$ cat src/include/sdram_settings.svh
// sdram timing constants

`ifndef SDRAM_SETTINGS_SVH
`define SDRAM_SETTINGS_SVH

// ------------------------------
// chip timing, in clocks
// ------------------------------

// read latency; the six-phase slot cycle only works with 2
`define SDRAM_CAS_LATENCY 2

// active to read/write, tRCD 20ns at up to 100MHz
`define SDRAM_RCD 2

// 64ms / 8192 rows = 7.8us, 842 clocks at 108MHz
`define SDRAM_REFRESH_CYCLES 842

// ------------------------------
// startup
// ------------------------------

// six-clock cycles after init_n before traffic
`define SDRAM_INIT_CYCLES 31

// mode register
//   [12:10] reserved 000
//   [9]     single word write
//   [8:7]   standard operation
//   [6:4]   cas latency 2
//   [3]     sequential
//   [2:0]   burst of 1
`define SDRAM_MODE 13'h220

`endif

$ cat src/hw/sdram_pkg.sv
// sdram controller types

`default_nettype none

package sdram_pkg;

	// ------------------------------
	// bus widths
	// ------------------------------
	typedef logic [15:0] word_t;   // one dq word
	typedef logic [23:1] waddr_t;  // user word address
	typedef logic [12:0] row_t;    // row, also the whole a bus
	typedef logic [8:0]  col_t;    // column
	typedef logic [1:0]  bank_t;
	typedef logic [1:0]  mask_t;   // upper, lower byte

	// ------------------------------
	// chip commands
	// ------------------------------
	// bits are ncs, nras, ncas, nwe
	typedef enum logic [3:0] {
		inhibit      = 4'b1111,
		nop          = 4'b0111,
		active       = 4'b0011,
		read         = 4'b0101,
		write        = 4'b0100,
		burst_term   = 4'b0110,
		precharge    = 4'b0010,
		auto_refresh = 4'b0001,
		load_mode    = 4'b0000
	} cmd_t;

	// six-clock slot cycle, port a first then port b
	typedef enum logic [2:0] {
		ras_a = 3'd0,
		gap_a = 3'd1,
		cas_a = 3'd2,
		ras_b = 3'd3,
		gap_b = 3'd4,
		cas_b = 3'd5
	} phase_t;

endpackage

`default_nettype wire

$ cat src/hw/sdram_init.sv
// sdram startup sequencer

`timescale 1ns/10ps
`default_nettype none

`include "sdram_settings.svh"

module sdram_init (
	input  logic              clk,
	input  logic              init_n,
	input  sdram_pkg::phase_t phase,     // from the scheduler
	output sdram_pkg::cmd_t   init_cmd,  // registered by the scheduler
	output sdram_pkg::row_t   init_a,
	output logic              ready      // user traffic allowed
);

	import sdram_pkg::*;

	localparam int cnt_w = $clog2(`SDRAM_INIT_CYCLES + 1);

	logic [cnt_w-1:0] count;  // cycles left before traffic

	// ------------------------------
	// cycle countdown
	// ------------------------------
	always_ff @(posedge clk or negedge init_n) begin
		if (!init_n) begin
			count <= cnt_w'(`SDRAM_INIT_CYCLES);
			ready <= 1'b0;
		end else begin
			// step once per six-clock cycle
			if (phase == cas_b && count != '0)
				count <= count - 1'b1;
			ready <= (count == '0);  // one clock behind the count
		end
	end

	// ------------------------------
	// command per count
	// ------------------------------
	// only on the first clock of a cycle
	always_comb begin
		init_cmd = nop;
		init_a   = '0;
		if (phase == ras_a) begin
			case (count)
				15: begin
					init_cmd   = precharge;
					init_a[10] = 1'b1;  // all banks
				end
				10, 8: init_cmd = auto_refresh;  // two refreshes
				2: begin
					init_cmd = load_mode;  // bank 0 set by scheduler
					init_a   = `SDRAM_MODE;
				end
				default: init_cmd = nop;
			endcase
		end
	end

endmodule

`default_nettype wire

$ cat src/hw/sdram_port.sv
// sdram user port

`timescale 1ns/10ps
`default_nettype none

module sdram_port #(
	parameter bit bank_hi = 1'b0  // which half of the banks
) (
	input  logic              clk,
	input  logic              init_n,
	// user side, toggle handshake
	input  logic              req,
	input  logic              we,
	input  sdram_pkg::waddr_t a,
	input  sdram_pkg::mask_t  ds,
	input  sdram_pkg::word_t  d,
	output logic              ack,
	output sdram_pkg::word_t  q,
	// scheduler side
	input  logic              accept,      // our active slot
	input  logic              write_done,
	input  logic              read_done,   // dq_in valid now
	input  sdram_pkg::word_t  dq_in,
	output logic              pending,
	output sdram_pkg::bank_t  bank,
	output sdram_pkg::row_t   row,
	output sdram_pkg::col_t   col,
	output logic              we_l,
	output logic              oe_l,
	output sdram_pkg::mask_t  ds_l,
	output sdram_pkg::word_t  din_l
);

	import sdram_pkg::*;

	bank_t bank_l;  // latched request address
	row_t  row_l;

	// new request whenever req and ack differ
	assign pending = req ^ ack;

	// ------------------------------
	// address to scheduler
	// ------------------------------
	// the active command is registered on the accept edge itself,
	// so the slot clock sees the live address, later clocks the latch
	assign bank = accept ? {bank_hi, a[23]} : bank_l;
	assign row  = accept ? a[22:10] : row_l;

	// ------------------------------
	// slot flags and ack
	// ------------------------------
	always_ff @(posedge clk or negedge init_n) begin
		if (!init_n) begin
			ack  <= 1'b0;
			we_l <= 1'b0;
			oe_l <= 1'b0;
		end else begin
			if (accept) begin
				// empty slot clears both flags
				we_l <= pending & we;
				oe_l <= pending & ~we;
			end
			if (write_done || read_done)
				ack <= req;  // access finished
		end
	end

	// ------------------------------
	// request latch and read data
	// ------------------------------
	always_ff @(posedge clk) begin
		if (accept) begin
			bank_l <= {bank_hi, a[23]};  // port picks the bank half
			row_l  <= a[22:10];
			col    <= a[9:1];
			ds_l   <= ds;
			din_l  <= d;
		end
		if (read_done)
			q <= dq_in;
	end

endmodule

`default_nettype wire

$ cat src/hw/sdram_sched.sv
// sdram slot scheduler

`timescale 1ns/10ps
`default_nettype none

`include "sdram_settings.svh"

module sdram_sched (
	input  logic              clk,
	input  logic              init_n,
	// startup
	input  logic              ready,
	input  sdram_pkg::cmd_t   init_cmd,
	input  sdram_pkg::row_t   init_a,
	output sdram_pkg::phase_t phase,
	// port a
	input  logic              pending_a,
	input  sdram_pkg::bank_t  bank_a,
	input  sdram_pkg::row_t   row_a,
	input  sdram_pkg::col_t   col_a,
	input  logic              we_l_a,
	input  logic              oe_l_a,
	input  sdram_pkg::mask_t  ds_l_a,
	input  sdram_pkg::word_t  din_l_a,
	output logic              accept_a,
	output logic              write_done_a,
	output logic              read_done_a,
	// port b
	input  logic              pending_b,
	input  sdram_pkg::bank_t  bank_b,
	input  sdram_pkg::row_t   row_b,
	input  sdram_pkg::col_t   col_b,
	input  logic              we_l_b,
	input  logic              oe_l_b,
	input  sdram_pkg::mask_t  ds_l_b,
	input  sdram_pkg::word_t  din_l_b,
	output logic              accept_b,
	output logic              write_done_b,
	output logic              read_done_b,
	// chip pins
	input  sdram_pkg::word_t  dq_in,
	output sdram_pkg::word_t  dq_rd,   // read data towards the ports
	output sdram_pkg::cmd_t   cmd,
	output sdram_pkg::row_t   sd_a,
	output sdram_pkg::bank_t  sd_ba,
	output sdram_pkg::mask_t  dqm,
	output sdram_pkg::word_t  dq_out,
	output logic              dq_oe
);

	import sdram_pkg::*;

	localparam int cyc_len = 6;
	localparam int rd_lag  = `SDRAM_CAS_LATENCY + 1;  // pin register + cl
	localparam int rfsh_w  = $clog2(`SDRAM_REFRESH_CYCLES + 1);

	// where each slot sits in the cycle
	localparam phase_t cas_a_ph = phase_t'(int'(ras_a) + `SDRAM_RCD);
	localparam phase_t cas_b_ph = phase_t'(int'(ras_b) + `SDRAM_RCD);
	localparam phase_t rd_a_ph  = phase_t'((int'(cas_a_ph) + rd_lag) % cyc_len);
	localparam phase_t rd_b_ph  = phase_t'((int'(cas_b_ph) + rd_lag) % cyc_len);

	logic [rfsh_w-1:0] rfsh_cnt;  // clocks since last refresh
	logic              need_rfsh;
	logic              rfsh_go;
	logic              busy_a;    // port a holds its slot this cycle
	logic              busy_b;

	// next pin values
	cmd_t  cmd_n;
	row_t  a_n;
	bank_t ba_n;
	mask_t dqm_n;
	word_t dout_n;
	logic  oe_n;

	assign need_rfsh = (rfsh_cnt >= rfsh_w'(`SDRAM_REFRESH_CYCLES));
	assign busy_a    = we_l_a | oe_l_a;
	assign busy_b    = we_l_b | oe_l_b;

	// ------------------------------
	// port strobes
	// ------------------------------
	assign accept_a     = ready && (phase == ras_a);
	assign accept_b     = ready && (phase == ras_b);
	assign write_done_a = we_l_a && (phase == cas_a_ph);  // ack with the write
	assign write_done_b = we_l_b && (phase == cas_b_ph);
	assign read_done_a  = oe_l_a && (phase == rd_a_ph);   // data on dq now
	assign read_done_b  = oe_l_b && (phase == rd_b_ph);   // next cycle
	assign dq_rd        = dq_in;

	// ------------------------------
	// slot decisions
	// ------------------------------
	always_comb begin
		cmd_n   = nop;
		a_n     = sd_a;
		ba_n    = sd_ba;
		dqm_n   = 2'b11;
		dout_n  = dq_out;
		oe_n    = 1'b0;
		rfsh_go = 1'b0;
		if (!ready) begin
			cmd_n = init_cmd;  // startup owns the bus
			if (init_cmd != nop) begin
				a_n  = init_a;
				ba_n = '0;
			end
		end else if (phase == ras_a) begin
			if (pending_a) begin
				cmd_n = active;
				a_n   = row_a;
				ba_n  = bank_a;
			end
		end else if (phase == cas_a_ph) begin
			if (busy_a) begin
				cmd_n = we_l_a ? write : read;
				a_n   = {2'b00, 1'b1, 1'b0, col_a};  // a10 auto precharge
				ba_n  = bank_a;
				dqm_n = ~ds_l_a;
				if (we_l_a) begin
					oe_n   = 1'b1;
					dout_n = din_l_a;
				end
			end
		end else if (phase == ras_b) begin
			if (pending_b) begin
				cmd_n = active;
				a_n   = row_b;
				ba_n  = bank_b;
			end else if (need_rfsh && !busy_a) begin
				// all banks idle only with port a's slot empty
				cmd_n   = auto_refresh;
				rfsh_go = 1'b1;
			end
		end else if (phase == cas_b_ph) begin
			if (busy_b) begin
				cmd_n = we_l_b ? write : read;
				a_n   = {2'b00, 1'b1, 1'b0, col_b};
				ba_n  = bank_b;
				dqm_n = ~ds_l_b;
				if (we_l_b) begin
					oe_n   = 1'b1;
					dout_n = din_l_b;
				end
			end
		end
	end

	// ------------------------------
	// phase, refresh timer, control pins
	// ------------------------------
	always_ff @(posedge clk or negedge init_n) begin
		if (!init_n) begin
			phase    <= ras_a;
			cmd      <= nop;
			dqm      <= 2'b11;
			dq_oe    <= 1'b0;
			rfsh_cnt <= '0;
		end else begin
			phase <= (phase == cas_b) ? ras_a : phase_t'(phase + 3'd1);
			cmd   <= cmd_n;
			dqm   <= dqm_n;
			dq_oe <= oe_n;
			if (rfsh_go)
				rfsh_cnt <= '0;
			else if (!need_rfsh)
				rfsh_cnt <= rfsh_cnt + 1'b1;  // hold at the limit
		end
	end

	// address and data pins
	always_ff @(posedge clk) begin
		sd_a   <= a_n;
		sd_ba  <= ba_n;
		dq_out <= dout_n;
	end

endmodule

`default_nettype wire

$ cat src/hw/sdram_ctrl.sv
// two-port sdram controller

`timescale 1ns/10ps
`default_nettype none

module sdram_ctrl (
	input  logic              clk,
	input  logic              init_n,
	// port a, banks 0 and 1
	input  logic              port_a_req,
	input  logic              port_a_we,
	input  sdram_pkg::waddr_t port_a_a,
	input  sdram_pkg::mask_t  port_a_ds,
	input  sdram_pkg::word_t  port_a_d,
	output logic              port_a_ack,
	output sdram_pkg::word_t  port_a_q,
	// port b, banks 2 and 3
	input  logic              port_b_req,
	input  logic              port_b_we,
	input  sdram_pkg::waddr_t port_b_a,
	input  sdram_pkg::mask_t  port_b_ds,
	input  sdram_pkg::word_t  port_b_d,
	output logic              port_b_ack,
	output sdram_pkg::word_t  port_b_q,
	// chip, dq split for a pad wrapper
	input  sdram_pkg::word_t  sd_dq_in,
	output sdram_pkg::cmd_t   sd_cmd,
	output sdram_pkg::row_t   sd_a,
	output sdram_pkg::bank_t  sd_ba,
	output sdram_pkg::mask_t  sd_dqm,
	output sdram_pkg::word_t  sd_dq_out,
	output logic              sd_dq_oe
);

	import sdram_pkg::*;

	phase_t phase;
	cmd_t   init_cmd;
	row_t   init_a;
	logic   ready;
	word_t  dq_rd;

	// port a to scheduler
	logic  pend_a, we_l_a, oe_l_a, acc_a, wdone_a, rdone_a;
	bank_t bank_a;
	row_t  row_a;
	col_t  col_a;
	mask_t ds_l_a;
	word_t din_l_a;

	// port b to scheduler
	logic  pend_b, we_l_b, oe_l_b, acc_b, wdone_b, rdone_b;
	bank_t bank_b;
	row_t  row_b;
	col_t  col_b;
	mask_t ds_l_b;
	word_t din_l_b;

	sdram_init u_init (
		.clk, .init_n, .phase,
		.init_cmd, .init_a, .ready
	);

	sdram_sched u_sched (
		.clk, .init_n, .ready, .init_cmd, .init_a, .phase,
		.pending_a(pend_a), .bank_a, .row_a, .col_a,
		.we_l_a, .oe_l_a, .ds_l_a, .din_l_a,
		.accept_a(acc_a), .write_done_a(wdone_a), .read_done_a(rdone_a),
		.pending_b(pend_b), .bank_b, .row_b, .col_b,
		.we_l_b, .oe_l_b, .ds_l_b, .din_l_b,
		.accept_b(acc_b), .write_done_b(wdone_b), .read_done_b(rdone_b),
		.dq_in(sd_dq_in), .dq_rd,
		.cmd(sd_cmd), .sd_a, .sd_ba, .dqm(sd_dqm),
		.dq_out(sd_dq_out), .dq_oe(sd_dq_oe)
	);

	sdram_port #(.bank_hi(1'b0)) port_a (
		.clk, .init_n,
		.req(port_a_req), .we(port_a_we), .a(port_a_a), .ds(port_a_ds),
		.d(port_a_d), .ack(port_a_ack), .q(port_a_q),
		.accept(acc_a), .write_done(wdone_a), .read_done(rdone_a), .dq_in(dq_rd),
		.pending(pend_a), .bank(bank_a), .row(row_a), .col(col_a),
		.we_l(we_l_a), .oe_l(oe_l_a), .ds_l(ds_l_a), .din_l(din_l_a)
	);

	sdram_port #(.bank_hi(1'b1)) port_b (
		.clk, .init_n,
		.req(port_b_req), .we(port_b_we), .a(port_b_a), .ds(port_b_ds),
		.d(port_b_d), .ack(port_b_ack), .q(port_b_q),
		.accept(acc_b), .write_done(wdone_b), .read_done(rdone_b), .dq_in(dq_rd),
		.pending(pend_b), .bank(bank_b), .row(row_b), .col(col_b),
		.we_l(we_l_b), .oe_l(oe_l_b), .ds_l(ds_l_b), .din_l(din_l_b)
	);

endmodule

`default_nettype wire

$ cat config.mk
export PLATFORM = sky130hd
export DESIGN_NAME = sdram_ctrl
export DESIGN_NICKNAME = d
export VERILOG_FILES = /design/src/hw/sdram_pkg.sv /design/src/hw/sdram_init.sv /design/src/hw/sdram_port.sv /design/src/hw/sdram_sched.sv /design/src/hw/sdram_ctrl.sv
export VERILOG_INCLUDE_DIRS = /design/src /design/src/include
export SDC_FILE = /design/constraint.sdc
export NUM_CORES = 1
export LEC_CHECK = 0
export BUFFER_PORTS_ARGS = -buffer_cell sky130_fd_sc_hd__buf_2
export CORE_MARGIN = 2
export CORE_UTILIZATION = 37
export CTS_BUF_LIST = sky130_fd_sc_hd__clkbuf_4 sky130_fd_sc_hd__clkbuf_8
export CTS_CLUSTER_SIZE = 25
export DETAILED_ROUTE_END_ITERATION = 16
export SLEW_MARGIN = 20
export SYNTH_ARGS = -nofsm -noshare
export SYNTH_HDL_FRONTEND = slang
export SYNTH_SLANG_ARGS = --single-unit
export TNS_END_PERCENT = 50
$ cat constraint.sdc
create_clock -name clk -period 4.3 [get_ports clk]
set_input_delay 0.645 -clock clk [delete_from_list [all_inputs] [get_ports clk]]
set_output_delay 0.645 -clock clk [all_outputs]
set_load 0.1 [all_outputs]
==> metrics.md, run 1 <==
| Metric | Value |
|---|---|
| Status | finished clean |
| Share of layout cells above drive strength 1 | 0.3471 |
| DP Cell Count | 873 |
| Routed WL | 14.32 mm |
| Area contributors post-synth | edfxtp_1 (55%), dfrtp_1 (8.2%), nand2_1 (6.8%) |
| Final TNS setup | 0 ns |
| Commonest register cell after synthesis | edfxtp_1 |
| FP Rows | 48 |
| Synth unique cells | 53 |
| Sw frac | 0.3275 |
| Multi-input gate area | 0.001684 mm² |
| Crit path required time | 4.49 ns |
| Seq pwr share | 0.522 |
| CTS tree | built |
| Worst vdd ir | 0.3677 mV |
| Leak | 0.003319 µW |
| R2r worst-path depth | 9 |
| Starting density of the core | 0.3749 |
| Die Ht | 135.9 µm |
| Post-Syn Area per Cell | 13.17 µm² |
| Antenna violations before repair | 0 |
| Critical path class | reg2reg |
| Clock slew at reported path FFs | 0.09 ns |
| Largest net degree at the start of global routing | 32 |
| Final setup viols | 0 |
| Post-synth top area cell | edfxtp_1 |
| Number of global-route vias before repair | 4344 |
| R2R setup slack | 1.18 ns |
| Max Fclk | 0.3205 GHz |
| Power Total | 3496 µW |
| Max_cap viols | 0 |
| Die X-Extent | 135.9 µm |
| Crit-path slowest cell | dfrtp_1 |
| Clock power share | 0.297 |
| CTS Buf Count | 17 |
| RD Place Congestion | 0.7923 |
| Sequential fraction of the synthesis area | 0.7178 |
| Final Cycle Share | 0.7256 |
| Clock latency on the worst-skew pair | 0.45 ns |
| Reg-to-reg critical path endpoint | u_sched.sd_a[5] |
| Share of the synthesized area in the top cell type | 0.5457 |
| Post CTS Setup Buffer Count | 0 |
| Hold-fix buffers, CTS | 0 |
| First-pass GRT wire length | 21.74 mm |
| Reg2Reg Launch Point | u_sched.phase[1] |
| Ys async rst share | 0.1890 |
| Worst slew margin | 0.3107 |
| CP endpoint kind | register |
| Synth Register Bits | 164 |
| Via density | 4.769 |
| Worst-Margin Slew | 1.021 ns |
| Critical path cell sequence | and2_1, ha_1, buf_4, nand2_2, clkinv_1, buf_4, mux2_2, nand2_1, nand4_1 |
| Fillers | 1603 |
| Min Clock Period, post-route | 3.120 ns |
| Logic pwr share | 0.181 |
| DPL Wire Length | 10.31 mm |
| Critical path launch point type | register |
| 1st-iter DRT viols | 276 |
| Ports | 176 |
| Crit path max fanout | 20 |
| Pwr/cell area | 440.5 mW/mm² |
| Post-synthesis cell area | 0.006439 mm² |
| Crit path top cell by count | buf_4 |
| P_sw | 1145 µW |
| Post-synthesis instance total | 489 |
| Total Nets Final | 778 |
| Commonest cells in the netlist | edfxtp_1 (117), nand2_1 (117), dfrtp_1 (21), nor2_1 (21), a21oi_1 (20) |
| CORE AREA | 0.01718 mm² |
| Max incr delay on CP | 0.67 ns |
| Final instance area | 0.007936 mm² |
| Sequential cell area | 0.004622 mm² |
| Sink Count | 164 |
| Post-place instance area | 0.007560 mm² |
| Worst Hold Class | in2async |
| H-tree depth | 4 |
| Crit path DAT | 3.31 ns |
| Post-CTS sizing | 0 |
| Internal cell power | 2351 µW |
| Vias after detailed routing | 4316 |
| Total gr overflow | 0 |
| DR pass1 iterations | 5 |
| Fin. Hold Viols | 0 |
| Residual DRC | 0 |
| Die Area | 0.01847 mm² |
| Antenna diodes | 0 |
| Clock root buffer | clkbuf_8 |
| Area delta synth->final | 23.26% |
| Finished Layout Cells | 905 |
| Worst Clk Skew | 0.01216 ns |
| Port Buffer Count | 174 |
| Post-synth EDFFs | 117 |
| Antenna Nets Post-Route | 0 |
| Synthesis Warnings | 0 |
| Total Routing Usage GR | 0.1564 |
| DR WL/cell | 15.83 µm |
| Syn nets | 600 |
| Clk buf depth | 2 |
| RSZ-0062 raised after global routing | false |
| Final Max Tran Viols | 0 |
==> stage by stage <==
stage          hold slack [ns]  setup slack [ns]  utilization
2_1_floorplan           0.3494             1.214            -
3_3_place_gp            0.4272             1.286       0.4401
3_5_place_dp            0.4300             1.176       0.4401
4_1_cts                 0.2434             1.165       0.4616
5_1_grt                 0.2868            0.9910       0.4620
6_report                0.2477             1.180       0.4620
==> cell usage in the layout (no fill, tap or decap), types with 6 or more instances in the layout <==
master | netlist | layout
nand3_1 | 14 | 14
clkbuf_8 | 0 | 17
o211a_1 | 10 | 10
nand2_1 | 117 | 117
o21ai_0 | 7 | 6
dfstp_2 | 10 | 10
dfxtp_1 | 16 | 16
a21oi_1 | 20 | 19
dfrtp_1 | 21 | 21
nor2_1 | 21 | 21
nor3_1 | 8 | 8
buf_2 | 5 | 174
mux2i_1 | 18 | 18
edfxtp_1 | 117 | 117
nand4_1 | 6 | 6
ha_1 | 7 | 7
xnor2_1 | 6 | 6
inv_1 | 9 | 9
buf_4 | 1 | 9
==> worst max-delay path: cells and delay by family, from the launching register on <==
kind / cells / cell delay, ns
muxes: 1 / 0.30
adders and majority gates: 1 / 0.17
buffers and inverters: 3 / 0.98
DFF: 1 / 0.67
and+or+nand+nor: 4 / 0.75
==> worst max-delay path by stage <==
stage / from / endpoint / slack (ns) / cells past startpoint
6_report: u_sched.phase[1] / u_sched.sd_a[5] / 1.18 / 9
3_3_place_gp: u_sched.phase[1] / u_sched.sd_a[5] / 1.29 / 9
3_5_place_dp: u_sched.phase[1] / u_sched.sd_a[5] / 1.18 / 9
5_1_grt: u_sched.phase[1] / u_sched.sd_a[5] / 0.99 / 9
4_1_cts: u_sched.phase[1] / u_sched.sd_a[5] / 1.16 / 9
2_1_floorplan: u_sched.phase[1] / port_b.col[0] / 1.21 / 8
==> layout make-up <==
class / count / share of cell area
repair buffers: 183 / 0.1182
clock inverters: 14 / 0.01608
multi-input cells: 290 / 0.2122
clock buffers: 18 / 0.03043
well taps: 225 / 0.03547
flip-flops and latches: 164 / 0.5824
inverters: 11 / 0.005203
==> power by group through the flow <==
stage          Clock (µW)  Combinational [µW]  Sequential, µW
2_1_floorplan           0                57.8            2290
3_3_place_gp            0                 631            1860
3_5_place_dp            0                 634            1860
4_1_cts              1080                 635            1830
5_1_grt              1130                 654            1840
6_report             1040                 633            1830
==> sequential cells by signal, summed over array words and instances (netlist names), 10 cells and up <==
signal	count
port_b.q	16
port_b.row_l	12
port_a.q	16
port_b.din_l	16
u_sched.dq_out	16
port_a.din_l	16
u_sched.sd_a	13
u_sched.rfsh_cnt	10
==> layer usage <==
layer | wire, µm | vias to the layer above | track usage | part of all wire
met3 | 970 | 13 | 0.04847 | 0.068
met1 | 6373 | 2043 | 0.2032 | 0.44
met4 | 175 | 0 | 0.04977 | 0.012
met5 | 0 | - | 0 | 0
li1 | - | 2096 | - | -
met2 | 6804 | 164 | 0.2514 | 0.48
==> logic make-up (layout without fill, tap and decap cells) <==
logic type / Yosys count / in the layout / synth area share
AOI/OAI and AO/OA: 61 / 61 / 0.06899
xor gates and xnor gates: 7 / 7 / 0.009522
adders and majority gates: 7 / 7 / 0.01360
buffers and inverters: 35 / 226 / 0.02312
DFF: 164 / 164 / 0.7178
muxes: 22 / 22 / 0.03498
other: 1 / 1 / 0.0005824
and+or+nand+nor: 192 / 192 / 0.1314
Note: power is estimated with default switching activity, not from simulation.
==> inputs of run 2 (changes only) <==
==> constraint.sdc (replaced) <==
create_clock -name clk -period 2.7 [get_ports clk]
set_input_delay 0.405 -clock clk [delete_from_list [all_inputs] [get_ports clk]]
set_output_delay 0.405 -clock clk [all_outputs]
set_load 0.1 [all_outputs]
==> metrics.md, run 2 (synthesis results as in run 1) <==
| Metric | Value |
|---|---|
| Ports | 176 |
| Worst-Margin Slew | 0.7110 ns |
| DR pass1 iterations | 4 |
| Die Ht | 135.9 µm |
| Sequential cell area | 0.004622 mm² |
| Reg2Reg Launch Point | u_sched.rfsh_cnt[0] |
| Worst Hold Class | in2async |
| Hold-fix buffers, CTS | 0 |
| Sink Count | 164 |
| Final setup viols | 0 |
| Post CTS Setup Buffer Count | 0 |
| CORE AREA | 0.01718 mm² |
| Max_cap viols | 0 |
| CTS tree | built |
| Die X-Extent | 135.9 µm |
| Total Nets Final | 787 |
| Number of global-route vias before repair | 4263 |
| Share of layout cells above drive strength 1 | 0.3570 |
| Vias after detailed routing | 4242 |
| DP Cell Count | 882 |
| DR WL/cell | 15.53 µm |
| Status | finished clean |
| Fin. Hold Viols | 0 |
| Max incr delay on CP | 0.43 ns |
| FP Rows | 48 |
| Min Clock Period, post-route | 2.181 ns |
| Starting density of the core | 0.3749 |
| Total Routing Usage GR | 0.1597 |
| Critical path cell sequence | inv_1, ha_1, o311a_1, o311a_4, and2_4, or3_1 |
| Clock root buffer | clkbuf_8 |
| Critical path class | reg2reg |
| Setup crit start | u_sched.rfsh_cnt[0] |
| Residual DRC | 0 |
| Final Cycle Share | 0.8078 |
| Pwr/cell area | 727.6 mW/mm² |
| Setup WS pre-CTS | 0.5288 ns |
| Commonest non-fill, non-tap cell in the layout | buf_2 |
| Crit-path slowest cell | dfrtp_1 |
| Area delta synth->final | 25.30% |
| Critical path launch point type | register |
| Die Area | 0.01847 mm² |
| RD Place Congestion | 0.8543 |
| Worst vdd ir | 0.5435 mV |
| Via density | 4.641 |
| Power Total | 5870 µW |
| Antenna Nets Post-Route | 0 |
| Routed WL | 14.20 mm |
| Max Fclk | 0.4585 GHz |
| Multi-input gate area | 0.001677 mm² |
| 1st-iter DRT viols | 158 |
| Crit path max fanout | 9 |
| Most frequent cells in the layout | buf_2 (174), nand2_1 (117), edfxtp_1 (117) |
| Total gr overflow | 0 |
| Finished Layout Cells | 914 |
| Leak | 0.003404 µW |
| Post-CTS sizing | 0 |
| Worst Clk Skew | 0.006910 ns |
| Largest net degree at the start of global routing | 32 |
| Crit path DAT | 2.50 ns |
| Final Max Tran Viols | 0 |
| Clk buf depth | 2 |
| H-tree depth | 4 |
| Crit path required time | 3.02 ns |
| Fillers | 1626 |
| CTS Buf Count | 17 |
| Antenna violations before repair | 0 |
| CP endpoint kind | register |
| Hold WS | 0.01295 ns |
| Final TNS setup | 0 ns |
| Post-route setup slack | 0.5190 ns |
| R2R setup slack | 0.52 ns |
| Clock slew at reported path FFs | 0.08 ns |
| DPL Wire Length | 10.27 mm |
| RSZ-0062 raised after global routing | false |
| Port Buffer Count | 174 |
| Clock latency on the worst-skew pair | 0.44 ns |
| First-pass GRT wire length | 22.34 mm |
| Antenna diodes | 0 |
| Worst slew margin | 0.5260 |
-- run 2: where the power goes --
group | leakage [µW] | internal (µW) | total, µW | switching, µW
sequential | 0.00155 | 2840 | 2920 | 82.3
clock | 0.000215 | 1030 | 1940 | 907
combinational | 0.00164 | 172 | 1010 | 842
total | 0.00340 | 4040 | 5870 | 1830
-- run 2: final timing paths --
| path | depth (start not counted) | to |
|---|---|---|
| hold / removal | 1 | u_sched.rfsh_cnt[8] |
| max in group asynchronous | 1 | u_sched.dq_oe |
| setup / recovery | 6 | u_sched.rfsh_cnt[8] |
| setup reg to reg | 6 | u_sched.rfsh_cnt[8] |
| min in group clk | 1 | port_a.din_l[8] |
| hold reg to reg | 1 | port_b.bank_l[1] |
-- run 2: stage by stage --
step	area (µm²)	utilization
detailed placement	7627	0.4441
finish	8068	0.4697
global placement	7627	0.4441
CTS	8068	0.4697
floorplan	6440	-
global route	8068	0.4697
-- run 2: worst max-delay path, delay by kind of cell (launching register included) --
family	cells	cell delay, ns
buf+inv	1	0.10
simple gates	2	0.54
compound gates	2	0.80
fa+ha+maj	1	0.20
flops	1	0.43
-- run 2: cell type report --
class                      count  area share
tap                          225     0.03489
timing repair buffer         192      0.1247
clock buffer                  18     0.02993
inverter                      11    0.005118
multi-input combinational    290      0.2078
sequential                   164      0.5729
clock inverter                14     0.02466
-- run 2: metal layers --
layer / track usage / vias up / part of all wire
met3: 0.05630 / 12 / 0.065
met2: 0.2486 / 136 / 0.47
li1: - / 2113 / -
met4: 0.05208 / 0 / 0.014
met5: 0 / - / 0
met1: 0.2095 / 1981 / 0.45
